$ cat src/vga_pkg.sv
// VGA test-pattern shared definitions
// Colour depth, counter width, pattern opcodes, bus structs and register map

package vga_pkg;

  // Bits per colour channel
  localparam int VIDEO_WIDTH = 4;
  // Column and row counter width, totals up to 1023
  localparam int COUNT_W = 10;

  // Pattern opcodes, unlisted codes display as off
  typedef enum logic [3:0] {
    PAT_OFF     = 4'd0,
    PAT_RED     = 4'd1,
    PAT_GREEN   = 4'd2,
    PAT_BLUE    = 4'd3,
    PAT_CHECKER = 4'd4,
    PAT_BARS    = 4'd5,
    PAT_BORDER  = 4'd6
  } pattern_e;

  // Active-region markers, high inside the visible area
  typedef struct packed {
    logic hsync;
    logic vsync;
  } vga_sync_t;

  // Pixel position travelling with its own markers
  typedef struct packed {
    logic [COUNT_W-1:0] col;
    logic [COUNT_W-1:0] row;
    vga_sync_t          sync;
  } vga_pos_t;

  typedef struct packed {
    logic [VIDEO_WIDTH-1:0] red;
    logic [VIDEO_WIDTH-1:0] grn;
    logic [VIDEO_WIDTH-1:0] blu;
  } vga_pixel_t;

  ////////////////////////////////////////////////////////////
  // APB request and response
  ////////////////////////////////////////////////////////////
  typedef struct packed {
    logic        psel;
    logic        penable;
    logic        pwrite;
    logic [7:0]  paddr;
    logic [31:0] pwdata;
  } apb_req_t;

  typedef struct packed {
    logic [31:0] prdata;
    logic        pready;
    logic        pslverr;
  } apb_rsp_t;

  // Register map
  localparam logic [7:0] ADDR_CTRL      = 8'h00;
  localparam logic [7:0] ADDR_FRAME_CNT = 8'h04;

endpackage

$ cat src/vga_apb_regs.sv
// VGA control registers on APB
// Pattern select register and read-only frame counter

`timescale 1ns/1ps

module vga_apb_regs (
  input  logic              i_Clk,
  input  logic              i_rst_n,
  input  vga_pkg::apb_req_t i_apb,
  output vga_pkg::apb_rsp_t o_apb,
  input  logic              i_frame_start,
  output logic [3:0]        o_pattern
);

  import vga_pkg::*;

  logic [3:0]  r_ctrl;
  logic [15:0] r_frame_cnt;
  logic [31:0] r_prdata;
  logic        r_pslverr;
  logic        w_setup;
  logic        w_access_wr;
  logic        w_hit_ctrl;
  logic        w_hit_cnt;
  logic        w_err;
  logic [31:0] w_rd_mux;

  // Phase decode
  assign w_setup     = i_apb.psel & ~i_apb.penable;
  assign w_access_wr = i_apb.psel & i_apb.penable & i_apb.pwrite;

  assign w_hit_ctrl = (i_apb.paddr == ADDR_CTRL);
  assign w_hit_cnt  = (i_apb.paddr == ADDR_FRAME_CNT);
  // Unmapped address, or write to the read-only counter
  assign w_err      = ~(w_hit_ctrl | w_hit_cnt) | (w_hit_cnt & i_apb.pwrite);

  assign w_rd_mux = w_hit_ctrl ? {28'd0, r_ctrl} :
                    w_hit_cnt  ? {16'd0, r_frame_cnt} : 32'd0;

  ////////////////////////////////////////////////////////////
  // Registers
  ////////////////////////////////////////////////////////////
  always_ff @(posedge i_Clk or negedge i_rst_n)
  begin
    if (!i_rst_n)
    begin
      r_ctrl      <= PAT_OFF;
      r_frame_cnt <= '0;
      r_prdata    <= '0;
      r_pslverr   <= 1'b0;
    end
    else
    begin
      // Write lands in the access phase
      if (w_access_wr && w_hit_ctrl)
        r_ctrl <= i_apb.pwdata[3:0];
      if (i_frame_start)
        r_frame_cnt <= r_frame_cnt + 1'b1;
      // Response loaded in setup, valid through access
      r_pslverr <= w_setup & w_err;
      r_prdata  <= (w_setup && !i_apb.pwrite) ? w_rd_mux : 32'd0;
    end
  end

  // No wait states
  assign o_apb = '{prdata: r_prdata, pready: 1'b1, pslverr: r_pslverr};

  assign o_pattern = r_ctrl;

endmodule

$ cat src/vga_pattern_gen.sv
// VGA pattern generator
// Builds all seven patterns at once and registers the chosen pixel with its syncs

`timescale 1ns/1ps

module vga_pattern_gen #(
  parameter int ACTIVE_COLS = 640,
  parameter int ACTIVE_ROWS = 480
) (
  input  logic                i_Clk,
  input  logic                i_rst_n,
  input  vga_pkg::vga_pos_t   i_pos,
  input  logic                i_frame_start,
  input  logic [3:0]          i_pattern,
  output vga_pkg::vga_sync_t  o_sync,
  output vga_pkg::vga_pixel_t o_pixel
);

  import vga_pkg::*;

  localparam logic [COUNT_W-1:0]     ACT_COLS = COUNT_W'(ACTIVE_COLS);
  localparam logic [COUNT_W-1:0]     ACT_ROWS = COUNT_W'(ACTIVE_ROWS);
  localparam logic [COUNT_W-1:0]     BAR_W    = COUNT_W'(ACTIVE_COLS / 8);
  localparam logic [VIDEO_WIDTH-1:0] FULL     = '1;

  pattern_e   r_pattern;
  pattern_e   w_pattern;
  logic       w_active;
  logic       w_check_on;
  logic       w_border_on;
  logic [2:0] w_bar_idx;
  vga_pixel_t w_pix_checker;
  vga_pixel_t w_pix_bars;
  vga_pixel_t w_pix_border;
  vga_pixel_t w_pix_sel;

  ////////////////////////////////////////////////////////////
  // Pattern choice held for a whole frame
  ////////////////////////////////////////////////////////////
  always_ff @(posedge i_Clk or negedge i_rst_n)
  begin
    if (!i_rst_n)
      r_pattern <= PAT_OFF;
    else if (i_frame_start)
      r_pattern <= pattern_e'(i_pattern);
  end

  // Pixel 0,0 already uses the choice taken at its own frame start
  assign w_pattern = i_frame_start ? pattern_e'(i_pattern) : r_pattern;

  assign w_active = (i_pos.col < ACT_COLS) && (i_pos.row < ACT_ROWS);

  ////////////////////////////////////////////////////////////
  // Parallel pattern sources
  ////////////////////////////////////////////////////////////
  // Squares of 32 pixels
  assign w_check_on    = i_pos.col[5] ^ i_pos.row[5];
  assign w_pix_checker = w_check_on ? {FULL, FULL, FULL} : '0;

  // Bar index, col divided by bar width
  always_comb
  begin
    w_bar_idx = 3'd0;
    for (int i = 1; i < 8; i++)
    begin
      if (i_pos.col >= BAR_W * COUNT_W'(i))
        w_bar_idx = 3'(i);
    end
  end

  // Index bits map straight to R, G, B
  assign w_pix_bars.red = w_bar_idx[2] ? FULL : '0;
  assign w_pix_bars.grn = w_bar_idx[1] ? FULL : '0;
  assign w_pix_bars.blu = w_bar_idx[0] ? FULL : '0;

  // Two-pixel frame around the active area
  assign w_border_on  = (i_pos.row <= 1) || (i_pos.row >= ACT_ROWS - 2) ||
                        (i_pos.col <= 1) || (i_pos.col >= ACT_COLS - 2);
  assign w_pix_border = w_border_on ? {FULL, FULL, FULL} : '0;

  ////////////////////////////////////////////////////////////
  // Selection, blanked outside the active area
  ////////////////////////////////////////////////////////////
  always_comb
  begin
    w_pix_sel = '0;
    if (w_active)
    begin
      case (w_pattern)
        PAT_RED:     w_pix_sel.red = FULL;
        PAT_GREEN:   w_pix_sel.grn = FULL;
        PAT_BLUE:    w_pix_sel.blu = FULL;
        PAT_CHECKER: w_pix_sel = w_pix_checker;
        PAT_BARS:    w_pix_sel = w_pix_bars;
        PAT_BORDER:  w_pix_sel = w_pix_border;
        // Off and unknown codes stay black
        default:     w_pix_sel = '0;
      endcase
    end
  end

  // Pixel and markers registered together
  always_ff @(posedge i_Clk or negedge i_rst_n)
  begin
    if (!i_rst_n)
    begin
      o_sync  <= '0;
      o_pixel <= '0;
    end
    else
    begin
      o_sync  <= i_pos.sync;
      o_pixel <= w_pix_sel;
    end
  end

endmodule

$ cat src/vga_sync_to_count.sv
// VGA sync decoder
// Rebuilds column and row counts and a frame-start pulse from sync markers

`timescale 1ns/1ps

module vga_sync_to_count #(
  parameter int TOTAL_COLS = 800,
  parameter int TOTAL_ROWS = 525
) (
  input  logic                i_Clk,
  input  logic                i_rst_n,
  input  vga_pkg::vga_sync_t  i_sync,
  output vga_pkg::vga_pos_t   o_pos,
  output logic                o_frame_start
);

  import vga_pkg::*;

  localparam logic [COUNT_W-1:0] LAST_COL = COUNT_W'(TOTAL_COLS - 1);
  localparam logic [COUNT_W-1:0] LAST_ROW = COUNT_W'(TOTAL_ROWS - 1);

  logic r_vsync_d;
  logic w_vsync_rise;

  // Frame begins where vsync goes high
  assign w_vsync_rise = i_sync.vsync & ~r_vsync_d;

  always_ff @(posedge i_Clk or negedge i_rst_n)
  begin
    if (!i_rst_n)
    begin
      r_vsync_d     <= 1'b0;
      o_pos         <= '0;
      o_frame_start <= 1'b0;
    end
    else
    begin
      r_vsync_d     <= i_sync.vsync;
      o_frame_start <= w_vsync_rise;
      // Sync sample rides with the count it belongs to
      o_pos.sync    <= i_sync;
      if (w_vsync_rise)
      begin
        // Origin of the new frame
        o_pos.col <= '0;
        o_pos.row <= '0;
      end
      else if (o_pos.col == LAST_COL)
      begin
        o_pos.col <= '0;
        if (o_pos.row == LAST_ROW)
          o_pos.row <= '0;
        else
          o_pos.row <= o_pos.row + 1'b1;
      end
      else
      begin
        o_pos.col <= o_pos.col + 1'b1;
      end
    end
  end

endmodule

$ cat src/vga_test_pattern_top.sv
// VGA test-pattern subsystem top
// Timing source, sync decoder, pattern generator and APB registers

`timescale 1ns/1ps

module vga_test_pattern_top #(
  parameter int TOTAL_COLS  = 800,
  parameter int TOTAL_ROWS  = 525,
  parameter int ACTIVE_COLS = 640,
  parameter int ACTIVE_ROWS = 480
) (
  input  logic                i_Clk,
  input  logic                i_rst_n,
  input  vga_pkg::apb_req_t   i_apb,
  output vga_pkg::apb_rsp_t   o_apb,
  output vga_pkg::vga_sync_t  o_sync,
  output vga_pkg::vga_pixel_t o_pixel
);

  import vga_pkg::*;

  vga_sync_t  w_src_sync;
  vga_pos_t   w_pos;
  logic       w_frame_start;
  logic [3:0] w_pattern;

  // Stands in for the external video source
  vga_timing_gen #(
    .TOTAL_COLS  (TOTAL_COLS),
    .TOTAL_ROWS  (TOTAL_ROWS),
    .ACTIVE_COLS (ACTIVE_COLS),
    .ACTIVE_ROWS (ACTIVE_ROWS)
  ) u_timing (
    .i_Clk   (i_Clk),
    .i_rst_n (i_rst_n),
    .o_sync  (w_src_sync)
  );

  vga_sync_to_count #(
    .TOTAL_COLS (TOTAL_COLS),
    .TOTAL_ROWS (TOTAL_ROWS)
  ) u_decode (
    .i_Clk         (i_Clk),
    .i_rst_n       (i_rst_n),
    .i_sync        (w_src_sync),
    .o_pos         (w_pos),
    .o_frame_start (w_frame_start)
  );

  vga_pattern_gen #(
    .ACTIVE_COLS (ACTIVE_COLS),
    .ACTIVE_ROWS (ACTIVE_ROWS)
  ) u_pattern (
    .i_Clk         (i_Clk),
    .i_rst_n       (i_rst_n),
    .i_pos         (w_pos),
    .i_frame_start (w_frame_start),
    .i_pattern     (w_pattern),
    .o_sync        (o_sync),
    .o_pixel       (o_pixel)
  );

  vga_apb_regs u_regs (
    .i_Clk         (i_Clk),
    .i_rst_n       (i_rst_n),
    .i_apb         (i_apb),
    .o_apb         (o_apb),
    .i_frame_start (w_frame_start),
    .o_pattern     (w_pattern)
  );

endmodule

$ cat src/vga_timing_gen.sv
// VGA timing generator
// Free-running column and row counters with registered active-region markers

`timescale 1ns/1ps

module vga_timing_gen #(
  parameter int TOTAL_COLS  = 800,
  parameter int TOTAL_ROWS  = 525,
  parameter int ACTIVE_COLS = 640,
  parameter int ACTIVE_ROWS = 480
) (
  input  logic                i_Clk,
  input  logic                i_rst_n,
  output vga_pkg::vga_sync_t  o_sync
);

  import vga_pkg::*;

  // Counter limits sized to the counters
  localparam logic [COUNT_W-1:0] LAST_COL = COUNT_W'(TOTAL_COLS - 1);
  localparam logic [COUNT_W-1:0] LAST_ROW = COUNT_W'(TOTAL_ROWS - 1);
  localparam logic [COUNT_W-1:0] ACT_COLS = COUNT_W'(ACTIVE_COLS);
  localparam logic [COUNT_W-1:0] ACT_ROWS = COUNT_W'(ACTIVE_ROWS);

  logic [COUNT_W-1:0] r_col;
  logic [COUNT_W-1:0] r_row;

  ////////////////////////////////////////////////////////////
  // Nested counters across the whole frame
  ////////////////////////////////////////////////////////////
  always_ff @(posedge i_Clk or negedge i_rst_n)
  begin
    if (!i_rst_n)
    begin
      r_col <= '0;
      r_row <= '0;
    end
    else if (r_col == LAST_COL)
    begin
      r_col <= '0;
      // Row steps once per line and wraps at frame end
      if (r_row == LAST_ROW)
        r_row <= '0;
      else
        r_row <= r_row + 1'b1;
    end
    else
    begin
      r_col <= r_col + 1'b1;
    end
  end

  ////////////////////////////////////////////////////////////
  // Markers one cycle behind the count
  ////////////////////////////////////////////////////////////
  always_ff @(posedge i_Clk or negedge i_rst_n)
  begin
    if (!i_rst_n)
    begin
      o_sync <= '0;
    end
    else
    begin
      o_sync.hsync <= (r_col < ACT_COLS);
      o_sync.vsync <= (r_row < ACT_ROWS);
    end
  end

endmodule

$ cat config.mk
export PLATFORM = sky130hd
export DESIGN_NAME = vga_test_pattern_top
export DESIGN_NICKNAME = d
export VERILOG_FILES = /design/src/vga_pkg.sv /design/src/vga_apb_regs.sv /design/src/vga_pattern_gen.sv /design/src/vga_sync_to_count.sv /design/src/vga_test_pattern_top.sv /design/src/vga_timing_gen.sv
export SDC_FILE = /design/constraint.sdc
export NUM_CORES = 1
export LEC_CHECK = 0
export ABC_CLOCK_PERIOD_IN_PS = 5300
export BUFFER_PORTS_ARGS = -buffer_cell sky130_fd_sc_hd__buf_2
export CORE_MARGIN = 1.5
export CORE_UTILIZATION = 59
export CTS_CLUSTER_SIZE = 20
export DETAILED_ROUTE_END_ITERATION = 8
export MAX_ROUTING_LAYER = met4
export PLACE_DENSITY = 0.89
export SKIP_LAST_GASP = 1
export SLEW_MARGIN = 10
export SYNTH_ARGS = -nofsm -noshare
export SYNTH_HDL_FRONTEND = slang
export SYNTH_SLANG_ARGS = --single-unit
$ cat constraint.sdc
create_clock -name i_Clk -period 5.3 [get_ports i_Clk]
set_clock_uncertainty 0.2 [all_clocks]
set_input_delay 1.59 -clock i_Clk [delete_from_list [all_inputs] [get_ports i_Clk]]
set_output_delay 1.59 -clock i_Clk [all_outputs]
set_load 0.05 [all_outputs]
==> flow_results.org, run 1 <==
** Synth
- Counting flops and latches in the post-synthesis netlist gives 91.
- In this run the mean area of a mapped cell was 10.4 sq um.
- Fraction of registers with async set or reset after synthesis :: 100%
- Summed instance area of the synthesized netlist :: 4470 sq um
- Post-synth EDFFs :: 0
- Count of mapped cells out of synthesis :: 430
- Sequential cells were found to cover 51.0% of the synthesized design area.
- Prevailing post-synth register cell :: sky130_fd_sc_hd__dfrtp_1
- The synthesized netlist contains 50 unique library cells.
- Syn. warnings :: 0

** GRT
- The initial antenna violation count came to 0.
- Pin count of the biggest net entering global routing :: 92
- Across every metal layer, demand over resource in global routing totals 22.4%.
- Residual overflow from global routing :: 0
- The first global-routing pass estimated between 10 and 15 mm of wire.
- Vias in the first global route :: approximately 3000

** Drt
- After detailed routing, the number of remaining DRC violations is 0.
- After detailed routing, the number of vias per cell comes to 5.62.
- The routed layout has 3197 vias.
- Drt first pass iters :: 4
- First-iteration detailed-routing DRC count :: 253
- The count of nets left with antenna violations once routing finished came out at 0.
- Dividing the detail-routed wire length by the instance count gives 14.5 um.
- Routed wire length :: about 8 mm

** Power and ir drop
- Net switching is 26.5% of the power.
- Combinational logic burns 4.3% of the power.
- IR analysis of the VDD net gives a maximum drop of between 0.15 and 0.2 mV.
- The share of total power dissipated in sequential elements is 57.6%.
- Internal power of the cells :: 888 uW
- Clock network power share :: 38.1%
- The analysis attributes to cell leakage a power of 2.38 nW.
- In this run the power spent charging and discharging nets is approximately 320 uW.
- Pwr dens :: 251 nW/um^2

** STA
- Unrepaired setup endpoints after global routing :: false
- Final-report max-slew violation count :: 0
- In the final timing run, aggregate negative setup slack is 0 ns.
- In this run the tightest slew margin relative to its limit is between 20 and 30%.
- In the finished design, the share of the clock period the worst path needs comes to 58.9%.
- FMAX :: 320 MHz
- Final setup violation count :: 0
- The number of failing hold endpoints at the final stage came to 0.
- Transition time of the tightest slew-check pin :: 1.08 ns
- Time the worst path needs with I/O delays and setup :: 3.12 ns

** Setup path
- Kind of critical path :: in2reg
- Crit Path Max Fanout :: 4
- In this run the critical register-to-register path is captured at u_timing.r_row[0].
- Data arrival, critical path :: 3.17 ns
- STA classifies the critical path endpoint as a register.
- The startpoint identified for the worst register-to-register timing path is u_timing.r_row[0].
- The worst setup path is launched from an input pin.
- Worst setup path start :: i_apb[37]
- Last element of the critical path :: u_regs.o_pattern[3]
- In this run the register-to-register setup slack is ~2.8 ns.
- The number of cells on the worst reg-to-reg path is 6.
- Required time worst endpoint :: approximately 5.4 ns

** Clock tree
- Post-cts sizing count :: 0
- Clock latency on the worst-skew pair :: 0.36 ns
- Post-CTS clock slew at the launch and capture registers of the worst setup and hold paths :: 0.10 ns
- CTS H-Tree Depth :: 3
- TritonCTS clock tree :: done
- The clock net in this run drives a total of 91 sinks.
- Total CTS buffers :: 9
- No sink is reached through more buffers than the 2 on the longest clock path.
- Post-CTS setup buffers :: 0
- Cell at the root of the clock tree :: sky130_fd_sc_hd__clkbuf_8
- Buffers inserted to repair hold after CTS numbered 0.

** Floorplan
- Die Height :: ~90 um
- For this configuration, the core starts out at a cell density of about 61%.
- Number of ports placed on the die boundary :: 93
- The die is 90.0 um wide.
- The die covers roughly 8100 sq um.
- The region available for standard cell placement spans 7290 sq um.
- Count of standard-cell rows :: 31

** Place
- During placement, the flow inserted port buffers numbering 47.
- Routability-driven placement finished with a final weighted congestion of between 0.8 and 0.9.
- Placed wire-length estimate :: between 5 and 6 mm
- Placed instance count :: 553
- Once placement finished, the instance area stood at about 4600 sq um.

** Status
- The run finished with clean final reports.

** Finish
- From synthesis to final layout, the design area changed by 7.90%.
- Final instance count without filler cells :: roughly 570
- Fraction of layout cells with a size suffix above 1 :: between 10% and 20%
- Most common library cell in the layout ignoring fill and taps :: sky130_fd_sc_hd__dfrtp_1
- After routing the design area is 4820 sq um.
- The number of antenna diodes in the final layout is 0.
- Commonest cells after routing, fill and taps aside :: sky130_fd_sc_hd__dfrtp_1 (91), sky130_fd_sc_hd__buf_2 (46), sky130_fd_sc_hd__nand2_1 (36), sky130_fd_sc_hd__nor2_1 (32), sky130_fd_sc_hd__o21ai_0 (27)
- Net total in the final layout :: 523

** Worst hold path
- Counting instances, the worst hold path has a depth of 0.
- Hold WC Path Type :: reg2reg

** Job
- The tool flagged a number of max-cap violations equal to 0.
==> state kept, by name, indices dropped and copies added, names as in the netlist, 3 cells and up <==
name and count:
u_decode.o_pos 22, u_pattern.o_pixel 3, u_pattern.r_pattern 4, u_regs.r_frame_cnt 16, u_timing.r_col 10, u_regs.o_pattern 4
u_timing.r_row 10, u_regs.r_prdata 16
==> power groups by stage <==
stage	clock [mW]	sequential [mW]	combinational [mW]
after floorplan	0	0.709	0.0424
after global placement	0	0.709	0.0518
after detailed placement	0	0.709	0.0524
after CTS	0.468	0.695	0.0526
after global routing	0.499	0.696	0.0564
final	0.461	0.695	0.0518
==> worst min path at each step <==
stage / start / end / slack, ns
global placement: u_timing.o_sync[1] / u_decode.o_pos[1] / 0.13
global route: u_timing.o_sync[1] / u_decode.o_pos[1] / 0.18
detailed placement: u_timing.o_sync[1] / u_decode.o_pos[1] / 0.14
CTS: u_timing.o_sync[1] / u_decode.o_pos[1] / 0.16
floorplan: u_timing.o_sync[1] / u_decode.o_pos[1] / 0.13
finish: u_timing.o_sync[1] / u_decode.o_pos[1] / 0.16
==> cells by family after synthesis <==
kind of cell	Yosys count	synth area share, %
compound gates	62	8.77
xor+xnor	33	6.47
fa+ha+maj	13	3.64
buf+inv	52	7.17
flops	91	51.0
mux	14	3.39
other cells	2	0.168
simple gates	163	19.4
==> metrics by stage <==
step                      hold WS [ns]  power [mW]  utilization, %  setup slack [ns]
after floorplan                  0.131       0.752               -              2.09
after global placement           0.135       0.761            63.3              1.86
after detailed placement         0.139       0.761            63.3              1.82
after CTS                        0.163        1.22            66.1              2.17
after global routing             0.181        1.25            66.1              2.07
final                            0.162        1.21            66.1              2.18
==> per-layer routing <==
layer / vias to the layer above / global-route usage [%] / part of all wire, %
met5: - / - / 0
met4: 0 / 8.73 / 2.2
met3: 19 / 5.75 / 6.3
met2: 138 / 35.2 / 49
met1: 1522 / 28.0 / 43
li1: 1518 / - / -
==> cell type report <==
type,count,area [sq um]
clock buffers,9,124
clock inverters,7,78.8
fillers,511,2470
inverters,14,52.6
multi-input cells,302,1930
flip-flops and latches,91,2280
well taps,99,124
repair buffers,47,238
==> synthesized netlist by cell type, drive strengths merged (4+ instances only) <==
| master | count | share of area [%] |
|---|---|---|
| nand4 | 8 | 1.1 |
| xnor2 | 22 | 4.3 |
| inv | 14 | 1.2 |
| o21ai | 29 | 3.2 |
| mux2i | 5 | 1.1 |
| nor3b | 4 | 0.67 |
| nor2 | 32 | 2.7 |
| a21oi | 10 | 1.1 |
| and3 | 16 | 2.3 |
| buf | 31 | 5.4 |
| or4 | 4 | 0.84 |
| nor3 | 7 | 0.78 |
| ha | 13 | 3.6 |
| clkbuf | 7 | 0.62 |
| nand2 | 36 | 3.0 |
| a31oi | 6 | 0.84 |
| mux2 | 9 | 2.3 |
| xor2 | 11 | 2.2 |
| and2 | 18 | 2.5 |
| nand3 | 17 | 1.9 |
| and4 | 6 | 1.2 |
| dfrtp | 91 | 51 |
==> worst max-delay path: stages <==
cell,delay [ns]
sky130_fd_sc_hd__buf_2,0.09
sky130_fd_sc_hd__or4_1,0.53
sky130_fd_sc_hd__nor4_2,0.28
sky130_fd_sc_hd__nand4_1,0.30
sky130_fd_sc_hd__mux2_2,0.37
Power figures use the tool's default switching activity.
==> run 2: changes to the inputs <==
--- a/config.mk
+++ b/config.mk
@@ -5,14 +5,15 @@
 export SDC_FILE = /design/constraint.sdc
 export NUM_CORES = 1
 export LEC_CHECK = 0
-export ABC_CLOCK_PERIOD_IN_PS = 5300
+export ABC_AREA = 1
+export ABC_CLOCK_PERIOD_IN_PS = 2700
 export BUFFER_PORTS_ARGS = -buffer_cell sky130_fd_sc_hd__buf_2
 export CORE_MARGIN = 1.5
-export CORE_UTILIZATION = 59
+export CORE_UTILIZATION = 50
 export CTS_CLUSTER_SIZE = 20
 export DETAILED_ROUTE_END_ITERATION = 8
 export MAX_ROUTING_LAYER = met4
-export PLACE_DENSITY = 0.89
+export PLACE_DENSITY = 0.8
 export SKIP_LAST_GASP = 1
 export SLEW_MARGIN = 10
 export SYNTH_ARGS = -nofsm -noshare
==> constraint.sdc (replaced) <==
create_clock -name i_Clk -period 2.7 [get_ports i_Clk]
set_clock_uncertainty 0.2 [all_clocks]
set_input_delay 0.81 -clock i_Clk [delete_from_list [all_inputs] [get_ports i_Clk]]
set_output_delay 0.81 -clock i_Clk [all_outputs]
set_load 0.05 [all_outputs]
==> run 2 against run 1 <==
  * Cell area rose by 6.8%
  * First-iteration DRC count fell by 5.5%
  * Sequential cell count did not move
  * Critical path type is now reg2reg
  * Largest cell class unchanged
  * Largest power group unchanged
==> flow_results.org, run 2 <==
** Synth
- Register area share after synthesis :: 48.5% (was 51.0%)
- Yosys reg bits :: 91 (unchanged)
- Biggest area contributors in the synthesized netlist :: sky130_fd_sc_hd__dfrtp_1 (48%), sky130_fd_sc_hd__nand2_1 (6.9%), sky130_fd_sc_hd__inv_1 (5.8%) (was sky130_fd_sc_hd__dfrtp_1 (51%), sky130_fd_sc_hd__buf_4 (4.5%), sky130_fd_sc_hd__xnor2_1 (4.3%))
- Leading cell types by count after synthesis :: sky130_fd_sc_hd__dfrtp_1 (91), sky130_fd_sc_hd__nand2_1 (86), sky130_fd_sc_hd__inv_1 (73), sky130_fd_sc_hd__nor2_1 (55), sky130_fd_sc_hd__nor3_1 (30) (was sky130_fd_sc_hd__dfrtp_1 (91), sky130_fd_sc_hd__nand2_1 (36), sky130_fd_sc_hd__nor2_1 (32), sky130_fd_sc_hd__buf_4 (27), sky130_fd_sc_hd__o21ai_0 (27))
- Fraction of post-synthesis cell area in the top cell type by area :: 48.5% (was 51.0%)
- Most area-hungry cell type in the Yosys netlist :: sky130_fd_sc_hd__dfrtp_1 (unchanged)
- Avg Inst Size Synth :: 8.77 sq um (was 10.4 sq um)
- Post-synth EDFFs :: 0 (unchanged)
- Most numerous cell in the Yosys netlist :: sky130_fd_sc_hd__dfrtp_1 (unchanged)
- Syn. warnings :: 0 (unchanged)
- Prevailing post-synth register cell :: sky130_fd_sc_hd__dfrtp_1 (unchanged)
- The post-synthesis instance area was 4700 sq um (was 4470 sq um).
- The synthesized instance count came to 536 (was 430).
- Post-synthesis cell type count :: 47 (was 50)
- Fraction of registers with async set or reset after synthesis :: 100% (unchanged)

** Place
- Routability Congestion :: 0.936 (was 0.847)
- The placed instance count came to 679 (was 553).
- The post-detailed-placement half-perimeter wirelength is 6.27 mm (was 5.68 mm).
- Total of buffers placed on input and output ports :: 47 (unchanged)

** Finish
- Commonest cells after routing, fill and taps aside: sky130_fd_sc_hd__dfrtp_1 (91), sky130_fd_sc_hd__nand2_1 (86), sky130_fd_sc_hd__inv_1 (73), sky130_fd_sc_hd__nor2_1 (55), sky130_fd_sc_hd__buf_2 (46) (was sky130_fd_sc_hd__dfrtp_1 (91), sky130_fd_sc_hd__buf_2 (46), sky130_fd_sc_hd__nand2_1 (36), sky130_fd_sc_hd__nor2_1 (32), sky130_fd_sc_hd__o21ai_0 (27)).
- Number of antenna diodes :: 0 (unchanged)
- The number of flip-flops in the largest register is 22 (unchanged).
- Most common library cell in the layout ignoring fill and taps :: sky130_fd_sc_hd__dfrtp_1 (unchanged)
- Most flops, register :: u_decode.o_pos (unchanged)
- The net count of the finished layout came to 637 (was 523).
- The number of standard cells in the layout, taps in and fillers out was 695 (was 569).
- Biggest regs: u_decode.o_pos: 22 flops, u_regs.r_frame_cnt: 16 flops, u_regs.r_prdata: 16 flops (unchanged).
- The ratio of cells with drive above 1 in the final layout is 17.5% (was 17.2%).
- The post-layout utilization of the core came to 56.0% (was 66.1%).
- The area growth from synthesis to layout came to 9.56% (was 7.90%).

** Setup path
- The kind of end point of the critical path was a register (unchanged).
- The critical register-to-register path endpoint was u_timing.r_row[2] (was u_timing.r_row[0]).
- The launching point of the worst reg2reg path was u_timing.r_col[0] (was u_timing.r_row[0]).
- Required time worst endpoint :: 2.80 ns (was 5.35 ns)
- The peak fanout along the critical path came to 19 (was 4).
- The cell family contributing the most delay on the critical path is simple AND/OR/NAND/NOR gates (unchanged).
- The delay of the slowest cell on the worst path was 0.39 ns (was 0.53 ns).
- The length in cells of the worst reg-to-reg path is 11 (was 6).
- Data arrival, critical path :: 2.25 ns (was 3.17 ns)
- CP startpoint kind :: register (was input pin)
- Highest-delay cell along the critical path :: sky130_fd_sc_hd__dfrtp_1 (was sky130_fd_sc_hd__or4_1)
- The count of buffer and inverter cells on the critical path was 2 (was 1).
- The worst reg-to-reg setup slack was 0.54 ns (was 2.84 ns).
- The cell that appears most often on the critical path is sky130_fd_sc_hd__nand2_1.
- Ordered cell list for the critical path: ha_1 > nand2_1 > inv_1 > nand2_1 > nor2_2 > nand4_1 > nor2_4 > inv_2 > o21ai_1 > nand2_1 > nor2_1 (was buf_2 > or4_1 > nor4_2 > nand4_1 > mux2_2).
- The startpoint-to-endpoint class of the critical path is reg2reg (was in2reg).

** GRT
- The pin count of the biggest net entering global routing was 41 (was 92).
- Vias in the first global route :: 3470 (was 3033)
- First-pass GRT wire length :: 15.2 mm (was 14.2 mm)
- Residual overflow from global routing :: 0 (unchanged)
- The initial antenna violation count is 0 (unchanged).
- Total Routing Usage GR :: 19.3% (was 22.4%)

** Job
- The reported max-cap violation count is 0 (unchanged).

** STA
- FMAX :: ~460 MHz
- Final-report max-slew violation count :: 0 (unchanged)
- Final setup violation count :: 0 (unchanged)
- Aggregate negative setup slack :: 0 ns (unchanged)
- Unrepaired setup endpoints after global routing: false (unchanged).
- The number of failing hold endpoints at the final stage is 0 (unchanged).
- For the finished layout, the period the worst path requires is 2.16 ns.
- The worst path uses 80.0% of the clock period.

** Clock tree
- The buffer cell driving the clock tree root is sky130_fd_sc_hd__clkbuf_8 (unchanged).
- Post-CTS clock slew at the launch and capture registers of the worst setup and hold paths :: 0.10 ns (about the same)
- Maximum buffer depth of the clock tree :: 2 (unchanged)
- Total CTS buffers :: 9 (unchanged)
- Clock latency on the worst-skew pair :: 0.37 ns (was 0.36 ns)
- The post-CTS resize count is 0 (unchanged).
- Post-CTS setup buffers :: 0 (unchanged)
- Clock Sinks :: 91 (unchanged)
- CTS H-Tree Depth :: 3 (unchanged)
- TritonCTS clock tree :: done (unchanged)
- Hold buffer count at cts :: 0 (unchanged)

** Worst hold path
- Hold Path Cell Cnt :: 0 (unchanged)
- Worst-case hold path end point :: u_pattern.o_sync[1] (was u_decode.o_pos[1])
- The launch instance of the worst min-delay path was u_decode.o_pos[1] (was u_timing.o_sync[1]).
- The type of the worst min-delay path was reg2reg (unchanged).

** Floorplan
- The vertical die dimension came to 100 um (was 90.0 um).
- The floorplan row count came to 35 (was 31).
- Die area :: 9990 sq um (was 8100 sq um)
- The initial standard-cell utilization of the core was 51.1% (was 61.3%).
- Core area :: 9200 sq um (was 7290 sq um)
- The top-level I/O count is 93 (unchanged).
- The horizontal die dimension was 100 um (was 90.0 um).

** Drt
- Average routed wire per standard cell :: 12.3 um (was 14.5 um)
- DR DRC count :: 0 (unchanged)
- The via count came to 3479 (was 3197).
- Drt first pass iters :: 4 (unchanged)
- Average vias per placed instance :: 5.01 (was 5.62)
- The number of antenna-violating nets in the routed design was 0 (unchanged).
- The DRC violation total after the first TritonRoute iteration was 239 (was 253).
- Routed wire length :: 8.53 mm (was 8.25 mm)

** Power and ir drop
- P_sw :: 625 uW (was 320 uW)
- Sw Share :: 25.4% (was 26.5%)
- The power density relative to cell area came to 478 nW/um^2 (was 251 nW/um^2).
- Internal power of the cells :: 1.84 mW (was 888 uW)
- The clock network fraction of design power is 40.1% (was 38.1%).
- Lkg Pwr :: 2.61 nW (was 2.38 nW)
- Sequential group share of total power :: 55.4% (was 57.6%)
- The maximum resistive drop on vdd came to 0.323 mV (was 0.175 mV).
- The share of power burned in combinational logic is 4.5% (was 4.3%).
- The overall power consumption is 2.46 mW (was 1.21 mW).

** Status
- Run status: complete, no violations (unchanged).
-- run 2: cell types whose count changed after synthesis, sizes merged, moves of 6 or more --
cell,previous run,this run
nand2,36,88
nand4,8,15
nor3,7,33
xnor2,22,3
nor2,32,63
and4,6,0
inv,14,78
and3,16,3
xor2,11,24
and2,18,0
-- run 2: metrics by stage --
stage	hold WS (ns)	setup WS, ns	instance area (sq um)
floorplan	0.131	0.629	4760
global placement	0.132	0.391	4930
detailed placement	0.154	0.403	4930
CTS	0.179	0.530	5150
global route	0.193	0.294	5150
finish	0.175	0.541	5150
-- run 2: worst max-delay path by stage --
stage / to / cells after the start / startpoint / slack, ns
global placement: u_regs.o_pattern[3] / 6 / i_apb[39] / 0.39
detailed placement: u_regs.o_pattern[3] / 6 / i_apb[37] / 0.40
global route: u_timing.r_row[2] / 11 / u_timing.r_col[0] / 0.29
finish: u_timing.r_row[2] / 11 / u_timing.r_col[0] / 0.54
floorplan: u_regs.o_pattern[0] / 5 / i_apb[39] / 0.63
CTS: u_timing.r_row[2] / 11 / u_timing.r_col[0] / 0.53
-- run 2: cell families (layout without fill, tap and decap cells) --
group	after synthesis	count (layout)	share of synthesized area, %
flip-flops	91	91	48.5
other	2	17	0.160
AND/OR/NAND/NOR	237	237	24.3
adder cells (fa/ha/maj)	13	13	3.46
multiplexers	4	4	0.958
XOR/XNOR	27	27	5.03
buffers and inverters	113	146	11.6
AO/OA/AOI/OAI	49	49	6.04
-- run 2: area by class of cell --
cell class	instances	area (sq um)
multi-input cells	347	1930
well taps	111	139
clock buffers	9	124
flip-flops and latches	91	2280
repair buffers	52	288
inverters	78	298
clock inverters	7	90.1
fillers	787	4050
-- run 2: power by group through the flow --
stage	logic (mW)	clock network [mW]	registers, mW
2_1_floorplan	0.0837	0	1.39
3_3_place_gp	0.110	0	1.39
5_1_grt	0.120	1.06	1.37
6_report	0.110	0.987	1.36
3_5_place_dp	0.111	0	1.39
4_1_cts	0.111	1.01	1.36
-- run 2: metal layers --
| layer | vias to the layer above | global-route usage [%] | part of all wire, % |
|---|---|---|---|
| li1 | 1758 | - | - |
| met1 | 1625 | 23.6 | 46 |
| met2 | 87 | 32.1 | 49 |
| met3 | 9 | 3.76 | 4.1 |
| met4 | 0 | 6.61 | 1.3 |
| met5 | - | - | 0 |
